[config.mk]
export PLATFORM = sky130hd
export DESIGN_NAME = axi_fifo_slave
export DESIGN_NICKNAME = d
export VERILOG_FILES = /design/src/hw/axi_fifo_pkg.sv /design/src/hw/burst_addr_gen.sv /design/src/hw/fifo_read_channel.sv /design/src/hw/fifo_write_channel.sv /design/src/hw/axi_fifo_slave.sv
export SDC_FILE = /design/constraint.sdc
export NUM_CORES = 1
export LEC_CHECK = 0
export BUFFER_PORTS_ARGS = -buffer_cell sky130_fd_sc_hd__buf_2
export CAP_MARGIN = 5
export CORE_AREA = 2 2 173 175
export CTS_BUF_LIST = sky130_fd_sc_hd__clkbuf_8
export CTS_CLUSTER_DIAMETER = 200
export DETAILED_ROUTE_END_ITERATION = 8
export DIE_AREA = 0 0 175 177
export PLACE_DENSITY = 0.47
export SLEW_MARGIN = 20
export SYNTH_ARGS = -nofsm -noshare
export SYNTH_HDL_FRONTEND = slang
export SYNTH_SLANG_ARGS = --single-unit
[constraint.sdc]
create_clock -name s_axi_mem -period 4 [get_ports s_axi_mem]
set_clock_uncertainty 0.1 [all_clocks]
set_input_delay 0 -clock s_axi_mem [delete_from_list [all_inputs] [get_ports s_axi_mem]]
set_output_delay 0 -clock s_axi_mem [all_outputs]
set_load 0.1 [all_outputs]
[src/hw/axi_fifo_pkg.sv]
////////////////////////////////////////
// axi fifo slave shared definitions
// slot map, bus widths, burst types
// and the address request bundle
////////////////////////////////////////
`default_nettype none

package axi_fifo_pkg;

    // bus widths
    localparam int DATA_W = 32;
    localparam int ADDR_W = 32;
    localparam int ID_W   = 4;
    localparam int LEN_W  = 8;

    // one 32-bit word per slot
    localparam int BYTES_PER_SLOT = 4;
    localparam int SLOT_LSB       = $clog2(BYTES_PER_SLOT);

    // slots 0..3 read, 4..7 write
    localparam int RD_SLOTS = 4;
    localparam int WR_SLOTS = 4;

    // wide enough to see slots past the map
    localparam int SLOT_W = 8;

    typedef logic [ADDR_W-1:0] addr_t;
    typedef logic [DATA_W-1:0] data_t;
    typedef logic [ID_W-1:0]   id_t;
    // beats minus one
    typedef logic [LEN_W-1:0]  len_t;
    typedef logic [SLOT_W-1:0] slot_idx_t;

    // byte address of slot 0
    localparam addr_t BASE_ADDR = 32'h8000_0000;

    // AXI burst encoding, 2'b11 is reserved
    typedef enum logic [1:0] {
        FIXED = 2'b00,
        INCR  = 2'b01,
        WRAP  = 2'b10
    } burst_t;

    // AR or AW request
    typedef struct packed {
        addr_t  addr;
        len_t   len;
        burst_t burst;
        id_t    id;
    } ax_req_t;

    typedef enum logic {
        RD_IDLE,
        RD_BURST
    } rd_state_t;

    typedef enum logic [1:0] {
        WR_IDLE,
        WR_DATA,
        WR_RESP
    } wr_state_t;

endpackage

`default_nettype wire

[src/hw/burst_addr_gen.sv]
////////////////////////////////////////
// burst address generator
// holds one AXI burst and walks its
// slot index one beat at a time
////////////////////////////////////////
`timescale 1ns/1ps
`default_nettype none

module burst_addr_gen
    import axi_fifo_pkg::*;
(
    input  logic      s_axi_mem,
    input  logic      arst_n,
    input  logic      load,
    input  ax_req_t   req,
    input  logic      step,
    output slot_idx_t slot,
    output id_t       id,
    output logic      last
);

    len_t      len_q;
    len_t      cnt_q;
    burst_t    burst_q;
    addr_t     offset;
    slot_idx_t start_slot;
    slot_idx_t wrap_mask;
    slot_idx_t next_slot;

    // start slot relative to slot 0
    assign offset     = req.addr - BASE_ADDR;
    assign start_slot = slot_idx_t'(offset >> SLOT_LSB);

    // wrap window is len+1 slots, so len itself is the mask
    assign wrap_mask = slot_idx_t'(len_q);

    always_comb begin
        case (burst_q)
            FIXED: next_slot = slot;
            INCR:  next_slot = slot + 1'b1;
            WRAP:  next_slot = (slot & ~wrap_mask) | ((slot + 1'b1) & wrap_mask);
            default: next_slot = slot;
        endcase
    end

    always_ff @(posedge s_axi_mem or negedge arst_n) begin
        if (!arst_n) begin
            slot    <= '0;
            id      <= '0;
            len_q   <= '0;
            cnt_q   <= '0;
            burst_q <= FIXED;
        end else if (load) begin
            slot    <= start_slot;
            id      <= req.id;
            len_q   <= req.len;
            cnt_q   <= '0;
            burst_q <= req.burst;
        end else if (step) begin
            slot  <= next_slot;
            cnt_q <= cnt_q + 1'b1;
        end
    end

    assign last = (cnt_q == len_q);

    // the channel must stop stepping after the last beat
    assert property (@(posedge s_axi_mem) disable iff (!arst_n)
        step && !load |-> cnt_q <= len_q)
        else $error("burst_addr_gen: step past end of burst");

endmodule

`default_nettype wire

[src/hw/fifo_read_channel.sv]
////////////////////////////////////////
// AXI read channel
// maps AR/R bursts onto the source
// stream slots with one word per beat
////////////////////////////////////////
`timescale 1ns/1ps
`default_nettype none

module fifo_read_channel
    import axi_fifo_pkg::*;
(
    input  logic                     s_axi_mem,
    input  logic                     arst_n,
    // AR
    input  ax_req_t                  ar_req,
    input  logic                     arvalid,
    output logic                     arready,
    // R
    output data_t                    rdata,
    output id_t                      rid,
    output logic                     rlast,
    output logic                     rvalid,
    input  logic                     rready,
    // source slots
    input  data_t [RD_SLOTS-1:0]     src_data,
    input  logic  [RD_SLOTS-1:0]     src_valid,
    output logic  [RD_SLOTS-1:0]     src_ready
);

    rd_state_t state;
    logic      ar_hs;
    logic      r_hs;
    slot_idx_t slot;
    logic      last;

    assign arready = (state == RD_IDLE);
    assign ar_hs   = arvalid & arready;
    assign r_hs    = rvalid & rready;

    burst_addr_gen rd_gen_inst (
        .s_axi_mem (s_axi_mem),
        .arst_n    (arst_n),
        .load      (ar_hs),
        .req       (ar_req),
        .step      (r_hs),
        .slot      (slot),
        .id        (rid),
        .last      (last)
    );

    always_ff @(posedge s_axi_mem or negedge arst_n) begin
        if (!arst_n) begin
            state <= RD_IDLE;
        end else begin
            case (state)
                RD_IDLE:  if (ar_hs) state <= RD_BURST;
                RD_BURST: if (r_hs && rlast) state <= RD_IDLE;
                default:  state <= RD_IDLE;
            endcase
        end
    end

    // unmapped slots answer at once with zero
    always_comb begin
        rvalid    = 1'b0;
        rdata     = '0;
        src_ready = '0;
        if (state == RD_BURST) begin
            rvalid = 1'b1;
            for (int i = 0; i < RD_SLOTS; i++) begin
                if (slot == slot_idx_t'(i)) begin
                    rvalid       = src_valid[i];
                    rdata        = src_data[i];
                    src_ready[i] = src_valid[i] & rready;
                end
            end
        end
    end

    assign rlast = rvalid & last;

    // a stalled beat keeps its word until the master takes it
    assert property (@(posedge s_axi_mem) disable iff (!arst_n)
        rvalid && !rready |=> rvalid && $stable(rdata) && $stable(rlast))
        else $error("fifo_read_channel: beat changed under back-pressure");

    assert property (@(posedge s_axi_mem) disable iff (!arst_n)
        $onehot0(src_ready))
        else $error("fifo_read_channel: more than one source popped");

endmodule

`default_nettype wire

[src/hw/fifo_write_channel.sv]
////////////////////////////////////////
// AXI write channel
// maps AW/W bursts onto the sink
// stream slots and returns B
////////////////////////////////////////
`timescale 1ns/1ps
`default_nettype none

module fifo_write_channel
    import axi_fifo_pkg::*;
(
    input  logic                     s_axi_mem,
    input  logic                     arst_n,
    // AW
    input  ax_req_t                  aw_req,
    input  logic                     awvalid,
    output logic                     awready,
    // W
    input  data_t                    wdata,
    input  logic                     wlast,
    input  logic                     wvalid,
    output logic                     wready,
    // B
    output id_t                      bid,
    output logic                     bvalid,
    input  logic                     bready,
    // sink slots
    output data_t [WR_SLOTS-1:0]     snk_data,
    output logic  [WR_SLOTS-1:0]     snk_valid,
    input  logic  [WR_SLOTS-1:0]     snk_ready
);

    wr_state_t state;
    logic      aw_hs;
    logic      w_hs;
    logic      b_hs;
    slot_idx_t slot;
    logic      last;

    assign awready = (state == WR_IDLE);
    assign bvalid  = (state == WR_RESP);
    assign aw_hs   = awvalid & awready;
    assign w_hs    = wvalid & wready;
    assign b_hs    = bvalid & bready;

    burst_addr_gen wr_gen_inst (
        .s_axi_mem (s_axi_mem),
        .arst_n    (arst_n),
        .load      (aw_hs),
        .req       (aw_req),
        .step      (w_hs),
        .slot      (slot),
        .id        (bid),
        .last      (last)
    );

    always_ff @(posedge s_axi_mem or negedge arst_n) begin
        if (!arst_n) begin
            state <= WR_IDLE;
        end else begin
            case (state)
                WR_IDLE: if (aw_hs) state <= WR_DATA;
                WR_DATA: if (w_hs && wlast) state <= WR_RESP;
                WR_RESP: if (b_hs) state <= WR_IDLE;
                default: state <= WR_IDLE;
            endcase
        end
    end

    // sink i sits at slot RD_SLOTS+i
    // any other slot swallows the beat
    always_comb begin
        wready    = 1'b0;
        snk_data  = '0;
        snk_valid = '0;
        if (state == WR_DATA) begin
            wready = 1'b1;
            for (int i = 0; i < WR_SLOTS; i++) begin
                if (slot == slot_idx_t'(RD_SLOTS + i)) begin
                    wready       = snk_ready[i];
                    snk_data[i]  = wdata;
                    snk_valid[i] = wvalid & snk_ready[i];
                end
            end
        end
    end

    // master's wlast must match the burst length from AW
    assert property (@(posedge s_axi_mem) disable iff (!arst_n)
        w_hs |-> wlast == last)
        else $error("fifo_write_channel: wlast disagrees with awlen");

    assert property (@(posedge s_axi_mem) disable iff (!arst_n)
        $onehot0(snk_valid))
        else $error("fifo_write_channel: more than one sink pushed");

endmodule

`default_nettype wire

[src/hw/axi_fifo_slave.sv]
////////////////////////////////////////
// AXI4 slave over stream ports
// read channel feeds from sources,
// write channel drives the sinks
////////////////////////////////////////
`timescale 1ns/1ps
`default_nettype none

module axi_fifo_slave
    import axi_fifo_pkg::*;
(
    input  logic                     s_axi_mem,
    input  logic                     arst_n,
    // AR
    input  ax_req_t                  ar_req,
    input  logic                     arvalid,
    output logic                     arready,
    // R
    output data_t                    rdata,
    output id_t                      rid,
    output logic                     rlast,
    output logic                     rvalid,
    input  logic                     rready,
    // AW
    input  ax_req_t                  aw_req,
    input  logic                     awvalid,
    output logic                     awready,
    // W
    input  data_t                    wdata,
    input  logic                     wlast,
    input  logic                     wvalid,
    output logic                     wready,
    // B
    output id_t                      bid,
    output logic                     bvalid,
    input  logic                     bready,
    // stream slots
    input  data_t [RD_SLOTS-1:0]     src_data,
    input  logic  [RD_SLOTS-1:0]     src_valid,
    output logic  [RD_SLOTS-1:0]     src_ready,
    output data_t [WR_SLOTS-1:0]     snk_data,
    output logic  [WR_SLOTS-1:0]     snk_valid,
    input  logic  [WR_SLOTS-1:0]     snk_ready
);

    fifo_read_channel rd_chan_inst (
        .s_axi_mem (s_axi_mem),
        .arst_n    (arst_n),
        .ar_req    (ar_req),
        .arvalid   (arvalid),
        .arready   (arready),
        .rdata     (rdata),
        .rid       (rid),
        .rlast     (rlast),
        .rvalid    (rvalid),
        .rready    (rready),
        .src_data  (src_data),
        .src_valid (src_valid),
        .src_ready (src_ready)
    );

    fifo_write_channel wr_chan_inst (
        .s_axi_mem (s_axi_mem),
        .arst_n    (arst_n),
        .aw_req    (aw_req),
        .awvalid   (awvalid),
        .awready   (awready),
        .wdata     (wdata),
        .wlast     (wlast),
        .wvalid    (wvalid),
        .wready    (wready),
        .bid       (bid),
        .bvalid    (bvalid),
        .bready    (bready),
        .snk_data  (snk_data),
        .snk_valid (snk_valid),
        .snk_ready (snk_ready)
    );

endmodule

`default_nettype wire

Word level (Yosys, flattened, before mapping)
Index checks and enable logic that the tools add are counted.

Register bits after elaboration: 55. Input port bits: 268. Output and inout bits: 182. Word-level logic and storage cells: 112.

Add/sub/neg operators: 5. Equal/unequal tests: 17. Mux-type cells: 45. Bitwise logic cells: 23. Reduce and logical (&&, ||, !) cells: 11.

Operator list (number): 32-bit two-way mux (9); 128-bit two-way mux (1); 8-bit two-way mux (6); 8-bit AND (4); 8-bit by 3-bit == test with 1-bit output, second input constant (4); 8-bit one-hot mux with 2 select lines (2); 8-bit by 1-bit adder with 8-bit output, second input constant (3); 1-bit two-way mux (20); 10-bit by 1-bit subtractor with 10-bit output, second input constant (2); 8-bit by 2-bit == test with 1-bit output, second input constant (2); 8-bit inverter (2); 8-bit bitwise OR (2); 1-bit AND (14); 8-bit by 1-bit == test with 1-bit output, second input constant (1); 8-bit == test (1); 8-bit zero test (1); 4-bit two-way mux (2); 2-bit by 1-bit == test with 1-bit output, second input constant (3); 2-bit == test, second input constant (3); 2-bit two-way mux (3); 2-bit one-hot mux with 3 select lines (1); 3-bit nonzero test (2); 2-bit != test, second input constant (2); 2-bit AND reduction (2); 7 further kinds (9).

Depth between registers and ports, before layout
Gate-level depths: netlist of run 1.

Word-level depth: 10. Gate-level depth with buffers: 9. Depth with buffers taken out: 8.

By module
Synthesis of run 1 repeated with hierarchy kept, for this count alone.

Cell total of the unflattened synthesis: 625. Area, all modules: 5906.9 µm².

Modules (own cells, without submodules): burst_addr_gen (times used 2, cells each 152, area an instance 1621.6 µm², seq. area each 750.7 µm²); fifo_write_channel (times used 1, cells each 223, area an instance 1470.2 µm², seq. area each 50.0 µm²); fifo_read_channel (times used 1, cells each 98, area an instance 1193.6 µm², seq. area each 25.0 µm²).

Worst setup path after synthesis of run 1
OpenSTA, ideal clock, no wires.

Path type: register to output. Start: register with a tool-made name. End: output port rlast. Data arrival time: 4.480 ns. Data required time: 3.900 ns. Setup slack: -0.580 ns. Stages on the path, launching flop included: 7. Path buffers: 0. Cells stage by stage: dfrtp_1 inv_1 ha_1 or3b_4 a2111oi_4 nor2_1 nor4_1.

RTL lines: to (decl) (RTL line axi_fifo_slave.sv:21) `output logic rlast,`.

==> results of run 1 <==
Yosys cell counts, drive strengths merged, types with 7 or more instances:
master / number
o211ai: 7
clkbuf: 50
xnor2: 11
nor2: 158
o22ai: 25
nor2b: 10
dfrtp: 55
or3: 9
ha: 11
inv: 17
a21oi: 11
o21ai: 82
o221ai: 8
a31oi: 8
nand2: 231
nand3: 8
cell families after synthesis:
group | after synthesis
fa+ha+maj | 11
flops | 55
compound gates | 159
buf+inv | 72
simple gates | 447
mux | 2
xor+xnor | 17
final cells by class:
type                    instances  area [µm²]  area share (%)
flip-flops and latches         55        1380            17.7
clock buffers                   6        82.6            1.06
clock inverters                 2        38.8           0.499
well taps                     390         488            6.28
repair buffers                464        2610            33.5
diodes                          1        2.50          0.0322
multi-input cells             636        3120            40.1
inverters                      17        63.8           0.821
layer usage:
metal | up-vias | share of wire, % | GRT usage (%)
met1 | 3174 | 45 | 18.1
li1 | 3369 | - | -
met5 | - | 0 | 0
met3 | 22 | 4.5 | 1.18
met4 | 0 | 1.8 | 3.51
met2 | 215 | 48 | 21.7
power by group through the flow:
stage	logic (mW)	registers, mW	clock network, mW
after CTS	2.78	1.05	0.419
after floorplan	1.87	1.25	0
after global placement	2.71	1.06	0
final	2.77	1.05	0.401
after detailed placement	2.73	1.06	0
after global routing	3.04	1.09	0.441
critical path: cells and delay by family, from the launching register on:
kind,cells,cell delay [ns]
AND/OR/NAND/NOR,3,1.57
buffers and inverters,1,0.49
flip-flops,1,0.43
AO/OA/AOI/OAI,1,0.40
worst max-delay path by stage:
stage | cells past startpoint | slack, ns | endpoint | start
2_1_floorplan | 5 | 0.14 | rdata[10] | rd_chan_inst.state
3_3_place_gp | 5 | 1.10 | rdata[3] | flop
3_5_place_dp | 5 | 1.08 | rdata[3] | flop
4_1_cts | 5 | 0.69 | rdata[3] | flop
5_1_grt | 5 | 0.52 | rdata[3] | flop
6_report | 5 | 0.68 | rdata[3] | flop
timing repair:
action                                 in CTS  in global routing
endpoints found under the hold margin      67                  0
hold buffers                               50                  0
setup buffers                               0                  0
==> impl_results.md, run 1 <==
- Startpoint Class: flop
- CP cell instances: nor4_1, nand2_1, or3_1, o21ai_0, buf_2
- First-pass GRT wire length: 33.3 mm
- Area delta synth->final: 63.6%
- Post-cts sizing count: 0
- Detailed placement HPWL: 17.1 mm
- Synth Flop Type: dfrtp_1
- Crit Path Class: reg2out
- R2R depth: 8
- Register area share after synthesis: 29.0%
- Library cells used by synthesis: 44
- Residual DRC: 0
- Global-route usage over all layers: 13.1%
- RSZ-0062 raised after global routing: false
- Placed cell areas: 7150 µm²
- IO Port Bufs: 401
- Cts bufs inserted: 5
- Hold WS: 0.0438 ns
- Final worst-path cycle share: 83.0%
- Flop pwr share: 24.9%
- Pin count of the biggest net entering global routing: 67
- DP Cell Count: 1512
- Syn Std Cell Area: 4750 µm²
- Leading area contributor after synthesis: dfrtp_1
- Total Routed Length: 22.2 mm
- Commonest non-fill, non-tap cell in the layout: buf_2
- Boundary pin count: 450
- Crit path time final: 3.32 ns
- Post-synth EDFFs: 0
- Largest family of logic cells by synthesized area: simple AND/OR/NAND/NOR gates
- Die Span X: 175 µm
- Worst-Skew Late Latency: 0.32 ns
- H-tree depth: 2
- CTS tree: done
- Vias per cell: 4.32
- Initial antenna violation count: 1
- Fill count: 3341
- Clock share of power: 9.5%
- Share of power burned in combinational logic: 65.6%
- Gpl congestion: 0.840
- Syn_nets: 1042
- Status: finished clean
- Power per standard cell area: 544 nW/µm²
- Leading cell types in the layout, fill and taps excluded: buf_2, nand2_1, nor2_1
- Slew of the pin with the lowest slew margin: 0.923 ns
- Design Area, Final: 7770 µm²
- Final worst-path setup slack: 0.679 ns
- Crit-path max cell delay: 0.73 ns
- RR Startpoint: wr_chan_inst.wr_gen_inst.slot[0]
- CP max-delay cell: or3_1
- Hold path start: src_valid[3]
- Internal power: 1.80 mW
- Share of post-route cells with drive strength above 1: 36.3%
- Placement row count: 63
- Fmax: 301 MHz
- Sw frac: 57.5%
- # setup viols final: 0
- XOR/XNOR Fraction of Synth Area: 3.13%
- Die height: 177 µm
- Adder-Cell Fraction of Synth Area: 2.90%
- Die area: 31000 µm²
- #FFs+latches synth: 55
- P_sw: 2.43 mW
- Hold Path Class: in2reg
- Sink Count: 55
- Antenna-violating nets left: 0
- Drt pass-1 iters: 4
- Crit. End Element: output pin
- Slew HR: 38.3%
- Starting Density: 16.2%
- Worst-path clk slew: 0.10 ns
- Global route overflow: 0
- DRT iter0 DRCs: 398
- Core area: 29200 µm²
- Mapped Avg Cell Area: 6.23 µm²
- Synth Area in Simple Gates: 38.6%
- Top cell type's share of synthesized area: 29.0%
- Post-detailed-route wirelength per cell: 14.1 µm
- Final cell count without fillers: 1571
- Hold Fails Final Rpt: 0
- Pleak: 4.02 nW
- Overall Power: 4.23 mW
- Fin. max-slew vios: 0
- Critical path required time: 3.90 ns
- Max_cap viols: 0
- Mux contribution to synthesized area: 0.421%
- Post-synth ARST share: 100%
- CP arrival: 3.22 ns
- Number of global-route vias before repair: 6086
- R2r setup slk: 1.19 ns
- R2r endpoint: wr_chan_inst.state[0]
- DP Worst Slack: 1.08 ns
- Final core utilization: 26.6%
- Clk buf depth: 2
- Vias: 6780
- Nets: 1458
- Crit path max fanout: 25
- VDD IR-drop max: 616 µV
- Top post-synthesis cells by area: dfrtp_1, nand2_1, nor2_1
- Fin Setup TNS: 0 ns
- Post-synthesis compound-gate area fraction: 20.3%
- Mapped Cells: 763
- Worst hold path cell count: 4
- Root Buffer: clkbuf_8
- Ys Warns: 0
Note: power is estimated with default switching activity, not from simulation.
==> inputs of run 2 (changes only) <==
- PLACE_DENSITY: 0.47 -> 0.49
- clock period: 4 -> 2.7 ns (I/O delays scaled with it)
==> run 2 against run 1 <==
  * The run now ends with negative hold slack left
  * Power rose by 57%
  * Clock power is 44% higher
  * Hold slack got worse by 0.044 ns
  * Largest power group unchanged
  * Highest routed layer unchanged
==> impl_results.md, run 2 (synthesis results as in run 1) <==
- Boundary pin count: 450 (unchanged)
- R2R depth: 9 (+1)
- CP cell instances: inv_1, ha_2, or3b_4, a2111oi_4, nor2_2, nor2_1, buf_4
- VDD IR-drop max: 576 µV (-6.4%)
- CP max-delay cell: a2111oi_4
- Initial antenna violation count: 0 (-1)
- CTS tree: done
- Cts bufs inserted: 5 (unchanged)
- Core area: 29200 µm² (unchanged)
- Root Buffer: clkbuf_8
- Hold Fails Final Rpt: 1 (+1)
- Hold WS: -0.000190 ns (-0.0440 ns)
- Final core utilization: 35.4% (+8.8 points)
- DRT met1 WL: 10.5 mm (+4.6%)
- Residual DRC: 0 (unchanged)
- Failing checks: negative hold slack
- Final worst-path setup slack: 0.124 ns (-0.554 ns)
- Crit Path Class: reg2out
- Status: complete, but fails checks
- Clk buf depth: 2 (unchanged)
- Vias per cell: 4.24 (-1.8%)
- Total Routed Length: 24.4 mm (+9.9%)
- Detailed placement HPWL: 19.3 mm (+13%)
- Final worst-path cycle share: 95.4%
- Number of global-route vias before repair: 6256 (+2.8%)
- Post-detailed-route wirelength per cell: 15.4 µm (+9.1%)
- Die height: 177 µm (unchanged)
- Global-route usage over all layers: 14.6% (+1.5 points)
- IO Port Bufs: 401 (unchanged)
- Max_cap viols: 0 (unchanged)
- DRT iter0 DRCs: 357 (-10%)
- Pleak: 4.42 nW (+9.9%)
- Sink Count: 55 (unchanged)
- Vias: 6706 (-1.1%)
- Worst-Skew Late Latency: 0.31 ns (about the same)
- Starting Density: 16.2% (unchanged)
- Design Area, Final: 10300 µm² (+33%)
- Power per standard cell area: 640 nW/µm² (+18%)
- Crit path max fanout: 5 (-80%)
- DR top layer: met4
- Commonest non-fill, non-tap cell in the layout: buf_2
- Gpl congestion: 0.869 (+3.4%)
- Crit. End Element: output pin
- Register area: 1380 µm² (unchanged)
- Die area: 31000 µm² (unchanged)
- Global route overflow: 0 (unchanged)
- Antenna-violating nets left: 0 (unchanged)
- Met3 Wirelength: 783 µm (-22%)
- Drt pass-1 iters: 4 (unchanged)
- Critical path required time: 2.60 ns (-1.30 ns)
- Placement row count: 63 (unchanged)
- WP buf/inv: 2 (+1)
- Nets: 1470 (+0.82%)
- Share of post-route cells with drive strength above 1: 47.8% (+12 points)
- Crit-path max cell delay: 0.47 ns (-0.26 ns)
- Fin Setup TNS: 0 ns (unchanged)
- Fin. max-slew vios: 0 (unchanged)
- Met2 Wirelength: 12.8 mm (+19%)
- Leading cell types in the layout, fill and taps excluded: buf_2, nand2_1, buf_12
- Crit path time final: 2.58 ns
- H-tree depth: 2 (unchanged)
- Pin count of the biggest net entering global routing: 67 (unchanged)
- Fmax: 388 MHz
- R2r setup slk: 0.13 ns (-1.06 ns)
- Fill count: 3013 (-9.8%)
- R2r endpoint: rd_chan_inst.rd_gen_inst.cnt_q[7]
- Slew of the pin with the lowest slew margin: 0.601 ns (-0.323 ns)
- # setup viols final: 0 (unchanged)
- Worst-path clk slew: 0.10 ns (about the same)
- DP Cell Count: 1522 (+0.66%)
- Area of the multi-input gates: 3460 µm² (+11%)
- DP Worst Slack: 0.190 ns (-0.886 ns)
- Startpoint Class: flop
- Final cell count without fillers: 1583 (+0.76%)
- Top delay family on crit path: simple AND/OR/NAND/NOR gates
- Die Span X: 175 µm (unchanged)
- Area delta synth->final: 118%
- First-pass GRT wire length: 36.2 mm (+9.0%)
- Overall Power: 6.62 mW (+57%)
- Hold Path Class: in2async
- Placed cell areas: 9660 µm² (+35%)
- Slew HR: 60.0% (+22 points)
- CP arrival: 2.48 ns (-0.74 ns)
==> run 2: cell types whose count changed in the layout (fill, tap and decap cells not counted), sizes merged <==
cell and change:
clkbuf +8, buf +5, clkinv +1, dlygate4sd3 -1, inv -1
==> run 2: area by class of cell <==
type                    count  area share (%)
diodes                      1          0.0242
clock buffers               6           0.799
clock inverters             2           0.339
inverters                  17           0.617
multi-input cells         636            33.5
flip-flops and latches     55            13.3
well taps                 390            4.72
repair buffers            476            46.7
==> run 2: metal layers <==
metal | global-route usage, % | vias up
met3 | 1.20 | 18
met5 | 0 | -
met2 | 25.9 | 174
met4 | 2.88 | 0
met1 | 19.4 | 3125
li1 | - | 3389
==> run 2: power breakdown <==
part	internal [mW]	switching, mW	leakage (nW)
clock network	0.301	0.276	0.0612
registers	1.19	0.373	0.669
logic	1.33	3.14	3.68
==> run 2: timing repair <==
| action | CTS | global route |
|---|---|---|
| resized for setup | 2 | 13 |
| setup buffers | 0 | 3 |
| endpoints found under the setup margin | 3 | 51 |
| hold endpoints to repair | 102 | 0 |
| hold buffers | 49 | 0 |
| pin swaps | 1 | 2 |
| cloned | 0 | 0 |
==> run 2: worst max path at each step <==
stage,from,endpoint,cells after the start,slack [ns]
2_1_floorplan,rd_chan_inst.state,rdata[10],5,-0.47
3_3_place_gp,flop,rd_chan_inst.rd_gen_inst.cnt_q[6],7,0.21
3_5_place_dp,flop,rd_chan_inst.rd_gen_inst.cnt_q[6],7,0.19
4_1_cts,flop,rdata[3],6,0.001
5_1_grt,flop,rd_chan_inst.rd_gen_inst.cnt_q[7],9,-0.04
6_report,flop,rvalid,7,0.12
==> run 2: worst reg2reg max path, delay by kind of cell (launching register included) <==
kind	cells	cell delay, ns
fa+ha+maj	1	0.20
flops	1	0.44
buf+inv	3	0.37
simple gates	1	0.40
compound gates	4	0.95
==> inputs of run 3 (changes only) <==
- CORE_AREA: 2 2 173 175 -> 2 2 177 179
- DIE_AREA: 0 0 175 177 -> 0 0 179 181
- HOLD_SLACK_MARGIN: unset -> 0.08
- PLACE_DENSITY: 0.49 -> 0.51
- SYNTH_HIERARCHICAL: unset -> 1
==> run 3 against run 2 <==
  * Maximum frequency shrank 1.7%
  * Critical endpoint is now snk_data[3]
  * Register-to-register slack gained 0.04 ns
  * Sequential power grew 7%
  * The run now ends clean
  * Sequential cell count is the same
  * Clock power shrank 14%
==> impl_results.md, run 3 <==
- Status: finished clean
- Final worst-path setup slack: 0.0805 ns (-0.0439 ns)
- Root Buffer: clkbuf_8
- Detailed placement HPWL: 20.4 mm (+5.5%)
- Share of post-route cells with drive strength above 1: 59.1% (+11 points)
- Die area: 32400 µm² (+4.6%)
- IO Port Bufs: 401 (unchanged)
- Crit. End Element: output pin
- Placed cell areas: 10200 µm² (+5.9%)
- Startpoint Class: flop
- Clk buf depth: 2 (unchanged)
- Die height: 181 µm (+2.3%)
- Final cell count without fillers: 1415 (-11%)
- Hold Path Class: in2reg
- Antenna-violating nets left: 0 (unchanged)
- Placement row count: 64 (+1.6%)
- Die Span X: 179 µm (+2.3%)
- Crit path max fanout: 8 (+3)
- Gpl congestion: 0.794 (-8.7%)
- H-tree depth: 2 (unchanged)
- Mapped Avg Cell Area: 9.44 µm² (+52%)
- Critical path required time: 2.60 ns (about the same)
- DP Worst Slack: 0.204 ns (+0.0139 ns)
- CP arrival: 2.52 ns (+0.04 ns)
- Crit path time final: 2.62 ns (+0.0439 ns)
- P_sw: 3.77 mW (-0.51%)
- First-pass GRT wire length: 37.4 mm (+3.1%)
- Global-route usage over all layers: 15.0% (+0.39 points)
- Final worst-path cycle share: 97.0% (+1.6 points)
- Fmax: 382 MHz (-1.7%)
- Fin. max-slew vios: 0 (unchanged)
- Slew HR: 44.7% (-15 points)
- Design Area, Final: 11000 µm² (+6.5%)
- Total Routed Length: 25.4 mm (+4.3%)
- CTS tree: done
- Final core utilization: 36.3% (+0.92 points)
- Core area: 30300 µm² (+3.8%)
- Overall Power: 7.04 mW (+6.4%)
- Ys Warns: 6 (+6)
- Vias: 6328 (-5.6%)
- Boundary pin count: 450 (unchanged)
- Mapped Cells: 578 (-24%)
- Hold Fails Final Rpt: 0 (-1)
- Slew of the pin with the lowest slew margin: 0.830 ns (+0.229 ns)
- Sink Count: 55 (unchanged)
- Area delta synth->final: 102%
- Share of power burned in combinational logic: 69.1% (+1.5 points)
- # setup viols final: 0 (unchanged)
- Worst-path clk slew: 0.11 ns (about the same)
- Syn_nets: 849 (-19%)
- Pin count of the biggest net entering global routing: 57 (-15%)
- Vias per cell: 4.47 (+5.6%)
- VDD IR-drop max: 550 µV (-4.5%)
- Sw frac: 53.6% (-3.7 points)
- Post-detailed-route wirelength per cell: 18.0 µm (+17%)
- Worst-Skew Late Latency: 0.32 ns (about the same)
- Power per standard cell area: 640 nW/µm² (about the same)
- Leading cell types in the layout, fill and taps excluded: buf_2, buf_12, nor3_4
- Global route overflow: 0 (unchanged)
- Starting Density: 18.0% (+1.7 points)
- DRT iter0 DRCs: 289 (-19%)
- Pleak: 4.67 nW (+5.8%)
- Initial antenna violation count: 6 (+6)
- Hold WS: 0.164 ns (+0.164 ns)
- Residual DRC: 0 (unchanged)
- RSZ-0062 raised after global routing: true
- DP Cell Count: 1345 (-12%)
- Commonest non-fill, non-tap cell in the layout: buf_2
- Fin Setup TNS: 0 ns (unchanged)
- Clock share of power: 7.1% (-1.6 points)
- Internal power: 3.27 mW (+16%)
- Nets: 1284 (-13%)
- Syn Std Cell Area: 5460 µm² (+15%)
- Number of global-route vias before repair: 6390 (+2.1%)
- Flop pwr share: 23.9% (+0.2 points)
- Cts bufs inserted: 5 (unchanged)
- Max_cap viols: 0 (unchanged)
- Crit Path Class: reg2out
- Drt pass-1 iters: 4 (unchanged)
## run 3: power by group through the flow
| stage | clock network (mW) | logic, mW | registers (mW) |
|---|---|---|---|
| 2_1_floorplan | 0 | 3.21 | 1.97 |
| 5_1_grt | 0.562 | 5.19 | 1.75 |
| 4_1_cts | 0.532 | 4.85 | 1.68 |
| 6_report | 0.498 | 4.86 | 1.68 |
| 3_5_place_dp | 0 | 4.76 | 1.69 |
| 3_3_place_gp | 0 | 4.74 | 1.68 |
## run 3: critical path, cell delays in order, from the launching register on
cell and delay [ns]:
dfrtp_1 0.42, or4b_4 0.55, or4_4 0.56, buf_16 0.21, nor3_4 0.25, buf_12 0.21
## run 3: path summary, 6_finish.rpt
check / from / end / slack (ns) / depth (start not counted)
max: flop / snk_data[3] / 0.08 / 5
min: arvalid / rd_chan_inst/rd_gen_inst/cnt_q[5] / 0.16 / 4
max reg2reg: flop / flop / 0.17 / 6
min reg2reg: wr_chan_inst/wr_gen_inst/id[0] / wr_chan_inst/wr_gen_inst/id[0] / 0.42 / 1
max in group asynchronous: arst_n / async pin / 1.60 / 3
min in group asynchronous: arst_n / wr_chan_inst/wr_gen_inst/slot[0] / 0.18 / 2
## run 3: layout make-up
| cell class | instances | area (µm²) |
|---|---|---|
| repair buffers | 481 | 4770 |
| clock buffers | 6 | 82.6 |
| fillers | 3025 | 19300 |
| well taps | 396 | 495 |
| multi-input cells | 430 | 4100 |
| diodes | 5 | 12.5 |
| flip-flops and latches | 55 | 1380 |
| inverters | 40 | 153 |
| clock inverters | 2 | 12.5 |
## run 3: repair_timing
item	in CTS	in global routing
pin swaps	0	1
setup endpoints to repair	3	106
hold buffers	51	0
gates cloned	0	3
endpoints found under the hold margin	77	0
resized for setup	1	14
setup buffers	0	3
## run 3: layer usage
| metal | track usage [%] | vias up | part of all wire (%) |
|---|---|---|---|
| li1 | - | 3004 | - |
| met1 | 15.8 | 3044 | 36 |
| met2 | 29.4 | 265 | 56 |
| met3 | 2.95 | 15 | 6.7 |
| met4 | 4.36 | 0 | 1.3 |
| met5 | 0 | - | 0 |
